`src/logic/uart_tx_pkg.sv`:
```
//==================================================
// uart tx protocol engine shared types
// frame format, one-hot phase encoding and the
// word and slot records passed between stages
//==================================================

package uart_tx_pkg;

	// widest data word carried by the fifo
	localparam int data_max_w = 10;

	// parity mode, space forces 0 and mark forces 1
	typedef enum logic [1:0]
	{
		parity_even  = 2'd0,
		parity_odd   = 2'd1,
		parity_space = 2'd2,
		parity_mark  = 2'd3
	} parity_e;

	// frame format, static during a transfer
	typedef struct packed
	{
		logic [3:0] data_bit;
		logic parity_en;
		parity_e parity;
		logic [1:0] stop_bit;
		logic [3:0] interval_bit;
	} tx_frame_cfg_t;

	// one-hot frame phase
	typedef enum logic [6:0]
	{
		tx_idle     = 7'b0000001,
		tx_start    = 7'b0000010,
		tx_data     = 7'b0000100,
		tx_parity   = 7'b0001000,
		tx_stop     = 7'b0010000,
		tx_interval = 7'b0100000,
		tx_end      = 7'b1000000
	} tx_state_e;

	// masked data word plus its parity bit
	typedef struct packed
	{
		logic [data_max_w-1:0] data;
		logic parity;
	} tx_word_t;

	// bit slot the line enters next
	typedef struct packed
	{
		tx_state_e phase;
		logic [3:0] idx;
	} tx_slot_t;

	// data width in use, out of range values fall back to 8
	function automatic logic [3:0] data_width(input tx_frame_cfg_t cfg);
		logic [3:0] w;
		case (cfg.data_bit)
			4'd7, 4'd8, 4'd9, 4'd10:
				w = cfg.data_bit;
			default:
				w = 4'd8;
		endcase
		return w;
	endfunction

	// stop bit count, 0 means 1
	function automatic logic [1:0] stop_width(input tx_frame_cfg_t cfg);
		return (cfg.stop_bit == 2'd0) ? 2'd1 : cfg.stop_bit;
	endfunction

endpackage

```
`src/logic/tx_bit_timer.sv`:
```
//==================================================
// uart tx bit timer
// divider counter nested in an oversampling counter
// bit_end marks the last cycle of every bit time
//==================================================

`timescale 1ns/10ps

module tx_bit_timer
#(
	parameter int clkdiv_w = 12,
	parameter int os_w     = 4
)
(
	input  logic                  pe_clk,
	input  logic                  pe_rstn,
	input  uart_tx_pkg::tx_state_e state,
	input  logic [clkdiv_w-1:0]   clkdiv,
	input  logic [os_w-1:0]       oversampling,
	output logic                  bit_end
);

	logic [clkdiv_w-1:0] div_cnt;
	logic [os_w-1:0] os_cnt;
	logic active;
	logic div_end;
	logic os_end;

	// only frame phases carry a bit time
	assign active = state inside {uart_tx_pkg::tx_start, uart_tx_pkg::tx_data,
		uart_tx_pkg::tx_parity, uart_tx_pkg::tx_stop, uart_tx_pkg::tx_interval};

	assign div_end = (div_cnt == clkdiv - 1'b1);
	assign os_end  = (os_cnt == oversampling - 1'b1);
	// last divider tick of last oversampling point
	assign bit_end = div_end && os_end;

	//==================================================
	// counters
	//==================================================

	always_ff @(posedge pe_clk or negedge pe_rstn)
	begin
		if (!pe_rstn)
		begin
			div_cnt <= '0;
			os_cnt  <= '0;
		end
		else if (!active)
		begin
			// held at zero so a new start is aligned
			div_cnt <= '0;
			os_cnt  <= '0;
		end
		else if (div_end)
		begin
			div_cnt <= '0;
			// os steps once per divider wrap
			os_cnt  <= os_end ? '0 : os_cnt + 1'b1;
		end
		else
		begin
			div_cnt <= div_cnt + 1'b1;
		end
	end

endmodule

```
`src/logic/tx_frame_fsm.sv`:
```
//==================================================
// uart tx frame sequencer
// one-hot phase register with a shared slot counter
// for data, stop and interval bits
// announces each slot the line is about to enter
//==================================================

`timescale 1ns/10ps

module tx_frame_fsm
#(
	parameter int fifo_lvl_w = 5
)
(
	input  logic                       pe_clk,
	input  logic                       pe_rstn,
	input  logic                       pe_tx_enable,
	input  logic                       pe_tx_logic_clr,
	input  logic                       bit_end,
	input  logic [fifo_lvl_w-1:0]      fifo_level,
	input  uart_tx_pkg::tx_frame_cfg_t cfg,
	output uart_tx_pkg::tx_state_e     state,
	output uart_tx_pkg::tx_slot_t      slot,
	output logic                       slot_load,
	output logic                       frame_end
);

	uart_tx_pkg::tx_state_e state_nxt;
	uart_tx_pkg::tx_state_e after_frame;
	logic [3:0] cnt;
	logic [3:0] cnt_nxt;
	logic [3:0] data_last;
	logic [3:0] stop_last;
	logic [3:0] interval_last;

	// last index of each counted phase
	assign data_last     = uart_tx_pkg::data_width(cfg) - 4'd1;
	assign stop_last     = {2'b00, uart_tx_pkg::stop_width(cfg)} - 4'd1;
	assign interval_last = cfg.interval_bit - 4'd1;

	// back to back while words remain, else wind down
	always_comb
	begin
		if (fifo_level == '0)
			after_frame = uart_tx_pkg::tx_end;
		else
			after_frame = uart_tx_pkg::tx_start;
	end

	//==================================================
	// next phase and slot counter
	//==================================================

	always_comb
	begin
		state_nxt = state;
		cnt_nxt   = cnt;
		slot_load = 1'b0;
		if (pe_tx_logic_clr)
		begin
			// abort from anywhere
			state_nxt = uart_tx_pkg::tx_idle;
			cnt_nxt   = 4'd0;
			slot_load = 1'b1;
		end
		else
		begin
			case (state)
				uart_tx_pkg::tx_idle:
					if (pe_tx_enable)
					begin
						state_nxt = uart_tx_pkg::tx_start;
						cnt_nxt   = 4'd0;
						slot_load = 1'b1;
					end
				uart_tx_pkg::tx_start:
					if (bit_end)
					begin
						state_nxt = uart_tx_pkg::tx_data;
						cnt_nxt   = 4'd0;
						slot_load = 1'b1;
					end
				uart_tx_pkg::tx_data:
					if (bit_end)
					begin
						slot_load = 1'b1;
						if (cnt == data_last)
						begin
							cnt_nxt = 4'd0;
							if (cfg.parity_en)
								state_nxt = uart_tx_pkg::tx_parity;
							else
								state_nxt = uart_tx_pkg::tx_stop;
						end
						else
							cnt_nxt = cnt + 4'd1;
					end
				uart_tx_pkg::tx_parity:
					if (bit_end)
					begin
						state_nxt = uart_tx_pkg::tx_stop;
						cnt_nxt   = 4'd0;
						slot_load = 1'b1;
					end
				uart_tx_pkg::tx_stop:
					if (bit_end)
					begin
						slot_load = 1'b1;
						if (cnt == stop_last)
						begin
							cnt_nxt = 4'd0;
							// interval gap only when requested
							if (cfg.interval_bit != 4'd0)
								state_nxt = uart_tx_pkg::tx_interval;
							else
								state_nxt = after_frame;
						end
						else
							cnt_nxt = cnt + 4'd1;
					end
				uart_tx_pkg::tx_interval:
					if (bit_end)
					begin
						slot_load = 1'b1;
						if (cnt == interval_last)
						begin
							cnt_nxt   = 4'd0;
							state_nxt = after_frame;
						end
						else
							cnt_nxt = cnt + 4'd1;
					end
				uart_tx_pkg::tx_end:
					// two cycles, done pulse lands in the second
					if (cnt == 4'd1)
					begin
						state_nxt = uart_tx_pkg::tx_idle;
						cnt_nxt   = 4'd0;
						slot_load = 1'b1;
					end
					else
						cnt_nxt = cnt + 4'd1;
				default:
				begin
					state_nxt = uart_tx_pkg::tx_idle;
					cnt_nxt   = 4'd0;
					slot_load = 1'b1;
				end
			endcase
		end
	end

	always_ff @(posedge pe_clk or negedge pe_rstn)
	begin
		if (!pe_rstn)
		begin
			state <= uart_tx_pkg::tx_idle;
			cnt   <= 4'd0;
		end
		else
		begin
			state <= state_nxt;
			cnt   <= cnt_nxt;
		end
	end

	// slot entered on the next edge
	assign slot.phase = state_nxt;
	assign slot.idx   = cnt_nxt;
	assign frame_end  = (state == uart_tx_pkg::tx_end);

endmodule

```
`src/logic/tx_line_driver.sv`:
```
//==================================================
// uart tx line driver
// registers pin level and output enable from the
// announced slot, plus the transfer done pulse
//==================================================

`timescale 1ns/10ps

module tx_line_driver
(
	input  logic                   pe_clk,
	input  logic                   pe_rstn,
	input  uart_tx_pkg::tx_slot_t  slot,
	input  logic                   slot_load,
	input  uart_tx_pkg::tx_word_t  word,
	input  logic                   frame_end,
	output logic                   uart_tx,
	output logic                   uart_tx_oen,
	output logic                   tx_done
);

	//==================================================
	// pin control, idle is high and released
	//==================================================

	always_ff @(posedge pe_clk or negedge pe_rstn)
	begin
		if (!pe_rstn)
		begin
			uart_tx     <= 1'b1;
			uart_tx_oen <= 1'b1;
		end
		else if (slot_load)
		begin
			case (slot.phase)
				uart_tx_pkg::tx_start:
				begin
					uart_tx     <= 1'b0;
					uart_tx_oen <= 1'b0;
				end
				uart_tx_pkg::tx_data:
				begin
					// lsb first
					uart_tx     <= word.data[slot.idx];
					uart_tx_oen <= 1'b0;
				end
				uart_tx_pkg::tx_parity:
				begin
					uart_tx     <= word.parity;
					uart_tx_oen <= 1'b0;
				end
				uart_tx_pkg::tx_stop, uart_tx_pkg::tx_interval:
				begin
					uart_tx     <= 1'b1;
					uart_tx_oen <= 1'b0;
				end
				default:
				begin
					// idle and end release the pin
					uart_tx     <= 1'b1;
					uart_tx_oen <= 1'b1;
				end
			endcase
		end
	end

	// single pulse even though end spans two cycles
	always_ff @(posedge pe_clk or negedge pe_rstn)
	begin
		if (!pe_rstn)
			tx_done <= 1'b0;
		else
			tx_done <= frame_end && !tx_done;
	end

endmodule

```
`src/logic/tx_word_loader.sv`:
```
//==================================================
// uart tx word loader
// one fifo read per frame, data masked to the
// configured width, parity from the masked bits
//==================================================

`timescale 1ns/10ps

module tx_word_loader
(
	input  logic                                   pe_clk,
	input  logic                                   pe_rstn,
	input  uart_tx_pkg::tx_state_e                 state,
	input  logic [uart_tx_pkg::data_max_w-1:0]     fifo_data,
	input  uart_tx_pkg::tx_frame_cfg_t             cfg,
	output logic                                   fifo_re,
	output uart_tx_pkg::tx_word_t                  word
);

	logic loaded;
	logic load_go;
	logic in_frame;
	logic [uart_tx_pkg::data_max_w-1:0] mask;
	logic parity_calc;

	// first cycle of start with nothing taken yet
	assign load_go  = (state == uart_tx_pkg::tx_start) && !loaded;
	// word is live from start through parity
	assign in_frame = state inside {uart_tx_pkg::tx_start, uart_tx_pkg::tx_data,
		uart_tx_pkg::tx_parity};

	// ones below the data width
	assign mask = ~({uart_tx_pkg::data_max_w{1'b1}} << uart_tx_pkg::data_width(cfg));

	// parity over the already masked word
	always_comb
	begin
		case (cfg.parity)
			uart_tx_pkg::parity_even:
				parity_calc = ^word.data;
			uart_tx_pkg::parity_odd:
				parity_calc = ~(^word.data);
			uart_tx_pkg::parity_space:
				parity_calc = 1'b0;
			default:
				parity_calc = 1'b1;
		endcase
	end

	//==================================================
	// fifo read strobe and loaded flag
	//==================================================

	always_ff @(posedge pe_clk or negedge pe_rstn)
	begin
		if (!pe_rstn)
		begin
			fifo_re <= 1'b0;
			loaded  <= 1'b0;
		end
		else
		begin
			fifo_re <= load_go;
			if (load_go)
				loaded <= 1'b1;
			// released in stop, or after a clear back to idle
			else if (!in_frame)
				loaded <= 1'b0;
		end
	end

	// data on the read edge, parity one cycle later
	always_ff @(posedge pe_clk)
	begin
		if (load_go)
			word.data <= fifo_data & mask;
		if (fifo_re)
			word.parity <= parity_calc;
	end

endmodule

```
`src/logic/uart_pe_tx.sv`:
```
//==================================================
// uart tx protocol engine top
// word loader, bit timer, frame sequencer and
// line driver, widths fixed here
//==================================================

`timescale 1ns/10ps

module uart_pe_tx
#(
	parameter int clkdiv_w   = 12,
	parameter int os_w       = 4,
	parameter int fifo_lvl_w = 5
)
(
	input  logic                               pe_clk,
	input  logic                               pe_rstn,
	input  logic                               pe_tx_enable,
	input  logic                               pe_tx_logic_clr,
	input  logic [uart_tx_pkg::data_max_w-1:0] fifo_data,
	input  logic [fifo_lvl_w-1:0]              fifo_level,
	input  uart_tx_pkg::tx_frame_cfg_t         cfg,
	input  logic [clkdiv_w-1:0]                clkdiv,
	input  logic [os_w-1:0]                    oversampling,
	output logic                               fifo_re,
	output logic                               uart_tx,
	output logic                               uart_tx_oen,
	output logic                               tx_done
);

	uart_tx_pkg::tx_state_e state;
	uart_tx_pkg::tx_slot_t slot;
	uart_tx_pkg::tx_word_t word;
	logic slot_load;
	logic frame_end;
	logic bit_end;

	// bit time base
	tx_bit_timer #(
		.clkdiv_w     (clkdiv_w),
		.os_w         (os_w)
	) u_bit_timer (
		.pe_clk       (pe_clk),
		.pe_rstn      (pe_rstn),
		.state        (state),
		.clkdiv       (clkdiv),
		.oversampling (oversampling),
		.bit_end      (bit_end)
	);

	// fifo word and parity
	tx_word_loader u_word_loader (
		.pe_clk    (pe_clk),
		.pe_rstn   (pe_rstn),
		.state     (state),
		.fifo_data (fifo_data),
		.cfg       (cfg),
		.fifo_re   (fifo_re),
		.word      (word)
	);

	// frame sequencing
	tx_frame_fsm #(
		.fifo_lvl_w      (fifo_lvl_w)
	) u_frame_fsm (
		.pe_clk          (pe_clk),
		.pe_rstn         (pe_rstn),
		.pe_tx_enable    (pe_tx_enable),
		.pe_tx_logic_clr (pe_tx_logic_clr),
		.bit_end         (bit_end),
		.fifo_level      (fifo_level),
		.cfg             (cfg),
		.state           (state),
		.slot            (slot),
		.slot_load       (slot_load),
		.frame_end       (frame_end)
	);

	// pin and done pulse
	tx_line_driver u_line_driver (
		.pe_clk      (pe_clk),
		.pe_rstn     (pe_rstn),
		.slot        (slot),
		.slot_load   (slot_load),
		.word        (word),
		.frame_end   (frame_end),
		.uart_tx     (uart_tx),
		.uart_tx_oen (uart_tx_oen),
		.tx_done     (tx_done)
	);

endmodule

```
`config.mk`:
```
export PLATFORM = sky130hd
export DESIGN_NAME = uart_pe_tx
export DESIGN_NICKNAME = d
export VERILOG_FILES = /design/src/logic/uart_tx_pkg.sv /design/src/logic/tx_bit_timer.sv /design/src/logic/tx_frame_fsm.sv /design/src/logic/tx_line_driver.sv /design/src/logic/tx_word_loader.sv /design/src/logic/uart_pe_tx.sv
export SDC_FILE = /design/constraint.sdc
export NUM_CORES = 1
export LEC_CHECK = 0
export BUFFER_PORTS_ARGS = -buffer_cell sky130_fd_sc_hd__buf_2
export CORE_MARGIN = 3
export CORE_UTILIZATION = 58
export CTS_CLUSTER_SIZE = 14
export DETAILED_ROUTE_END_ITERATION = 10
export PLACE_DENSITY = 0.84
export SYNTH_ARGS = -nofsm -noshare
export SYNTH_HDL_FRONTEND = slang
export SYNTH_SLANG_ARGS = --single-unit
```
`constraint.sdc`:
```
create_clock -name pe_clk -period 4.1 [get_ports pe_clk]
set_input_delay 0.82 -clock pe_clk [delete_from_list [all_inputs] [get_ports pe_clk]]
set_output_delay 0.82 -clock pe_clk [all_outputs]
set_load 0.02 [all_outputs]
```
==> results_dict.tcl <==
set metrics [dict create \
    status "completed" \
    final_cell_mix "buf_2, nor2_1, dfrtp_1" \
    relSlewSlack 0.359 \
    worst_pin_slew_ps 958 \
    r2r_setup_slack_ps 870 \
    rsz0062_at_grt "false" \
    root_buffer "clkbuf_8" \
    critPathArrivalTime_ps 3800 \
    layout_commonest_cell "buf_2" \
    chipHeight_microns 83.8 \
    required_ps 4320 \
    num_antenna_cells 0 \
    synth-edff-count 11 \
    core.rowCount 27 \
    fin_crit_sh 0.873 \
    ctsHoldBuffers 0 \
    critPathCaptureType "flop" \
    synth_cell_types 72 \
    dpl.cell_count 516 \
    cap_violations 0 \
    fmax_ghz 0.280 \
    holdPathStages 1 \
    min_period_ps 3580 \
    drive_gt1_frac 0.195 \
    path_clk_slew_ps 80 \
    fin_nets 511 \
    first_pass_iters 5 \
    avgRoutedWirePerCell_microns 15.8 \
    final_area_sq_um 3930 \
    fp.dieW_microns 83.8 \
    dp_slack_ps 252 \
    cts_tree "built" \
    fin_cells 524 \
    drcViolationCount 0 \
    grt_start_max_net_pins 33 \
    area_growth_pct 11.8 \
    startpoint_type "input port" \
    antenna_left 0 \
    fin_util 0.692 \
    synth.avg_cell_area_sq_um 8.68 \
    synthTopCellsByArea "dfrtp_1, edfxtp_1, xnor2_1, xor2_1, nor2_1" \
    htree_levels 2 \
    slew_violations 0 \
    ys_ff_latch 43 \
    yosysWarnings 0 \
    cp-startpoint "clkdiv[0]" \
    power_density_nw_per_um2 246 \
    io_pins 52 \
    place_area_sq_um 3820 \
    synth_top_area_cell "dfrtp_1" \
    finalWorstSetupSlack_ps 522 \
    portBuffers 51 \
    fin_setup_tns_ps 0 \
    drtIter0Drc 344 \
    vias 3162 \
    clkLatencyLatePin_ps 290 \
    syn_inst 405 \
    setup_viol 0 \
    worstHoldPathType "flop to flop" \
    core-area_sq_um 5680 \
    crit_fanout 7 \
    gr-total-overflow 0 \
    hold-worst-slack_ps 439 \
    cts_resized 0 \
    synth_area_sq_um 3510 \
    rr_endpoint "u_line_driver.uart_tx$_DFFE_PN1P_" \
    endpoint "u_line_driver.uart_tx$_DFFE_PN1P_" \
    grt_pass1_vias 3071 \
    yosysTopAreaCellShare 0.206 \
    syn-num-nets 465 \
    hold_violations 0 \
    cts_sinks 43 \
    antenna_found_initial 0 \
    path_class "input port to flop" \
    place.gp.congestion 0.973 \
    cts_buffer_depth 2 \
    seq_area_frac_synth 0.323 \
    min_from "u_line_driver.tx_done$_DFF_PN0_" \
    ys.flop_type "dfrtp_1" \
    grt_pass1_wl_microns 14100 \
    wirelength_microns 8300 \
    vias_per_cell 6.03 \
    worstReg2RegStart "u_frame_fsm.cnt[0]$_DFF_PN0_" \
    dp_hpwl_microns 6430 \
    post_cts_buffers 0 \
    reg2reg_depth 10 \
    cts_inserted_buffers 5 \
    vdd_drop_max_uv 169 \
    synth_async_sr_flop_share 0.744 \
    initial_core_util 0.619 \
    p_total_mw 0.967 \
    skew_ps 2.82 \
    p_leak_nw 1.77 \
    die-area_sq_um 7030 \
    track_usage 0.240 \
]
-- per-layer routing --
| metal | GRT usage | part of all wire | vias up |
|---|---|---|---|
| met5 | 0 | 0 | - |
| met3 | 0.0385 | 0.065 | 13 |
| met2 | 0.394 | 0.47 | 125 |
| met1 | 0.337 | 0.45 | 1486 |
| met4 | 0.0424 | 0.0093 | 0 |
| li1 | - | - | 1538 |
-- state kept, by name, summed over array words and instances (netlist names) --
name	count
u_line_driver.tx_done	1
u_word_loader.fifo_re	1
u_frame_fsm.state	7
u_line_driver.uart_tx_oen	1
u_line_driver.uart_tx	1
u_word_loader.loaded	1
u_word_loader.word	11
u_bit_timer.os_cnt	4
u_frame_fsm.cnt	4
u_bit_timer.div_cnt	12
-- cells by family after synthesis --
logic type               count (synthesis)  synth area share
AND/OR/NAND/NOR                        166             0.267
adder cells (fa/ha/maj)                 12            0.0427
buffers and inverters                   38            0.0438
multiplexers                             6            0.0217
XOR/XNOR                                53             0.136
AO/OA/AOI/OAI                           87             0.166
flip-flops                              43             0.323
-- Yosys cell counts, types with 4 or more instances --
master,count
nand3b_1,6
xor2_1,24
nand2b_1,8
nand4_1,5
nand2_1,21
xnor2_1,28
o22ai_1,5
ha_1,12
nand3_1,16
nor2b_1,8
inv_1,21
edfxtp_1,11
o21ai_0,26
and2_1,6
dfrtp_1,29
nor2_1,42
a21oi_1,15
a21boi_0,4
nor3_1,14
nor3b_1,7
clkbuf_1,13
a31oi_1,4
and3_1,8
-- where the power goes --
group	internal, mW	switching, mW	leakage (nW)
sequential	0.452	0.00857	0.536
combinational	0.0730	0.103	1.18
clock	0.182	0.147	0.0524
total	0.708	0.259	1.77
-- area by class of cell --
type	count	area (sq um)
Clock buffer	7	76.3
Tap cell	72	90.1
Sequential cell	43	1130
Fill cell	462	1750
Clock inverter	1	30.0
Multi-Input combinational cell	324	2230
Inverter	21	78.8
Timing Repair Buffer	56	293
-- how the worst min path moves through the flow --
stage                                       endpoint  slack (ps)
finish               u_line_driver.tx_done$_DFF_PN0_         440
global placement     u_line_driver.tx_done$_DFF_PN0_         420
floorplan           u_word_loader.loaded$_DFFE_PN0P_         480
detailed placement   u_line_driver.tx_done$_DFF_PN0_         440
global route         u_line_driver.tx_done$_DFF_PN0_         470
CTS                  u_line_driver.tx_done$_DFF_PN0_         460
-- worst max-delay path, cell delays in order --
cell	delay (ps)
buf_2	130
inv_1	60
ha_1	190
nor2b_1	320
xnor2_1	110
nor3_1	310
nor2_2	100
nor4_4	520
mux2i_1	340
and2_4	230
mux4_2	500
nor2_2	110
o31ai_2	70
(Power assumes the default switching activity.)
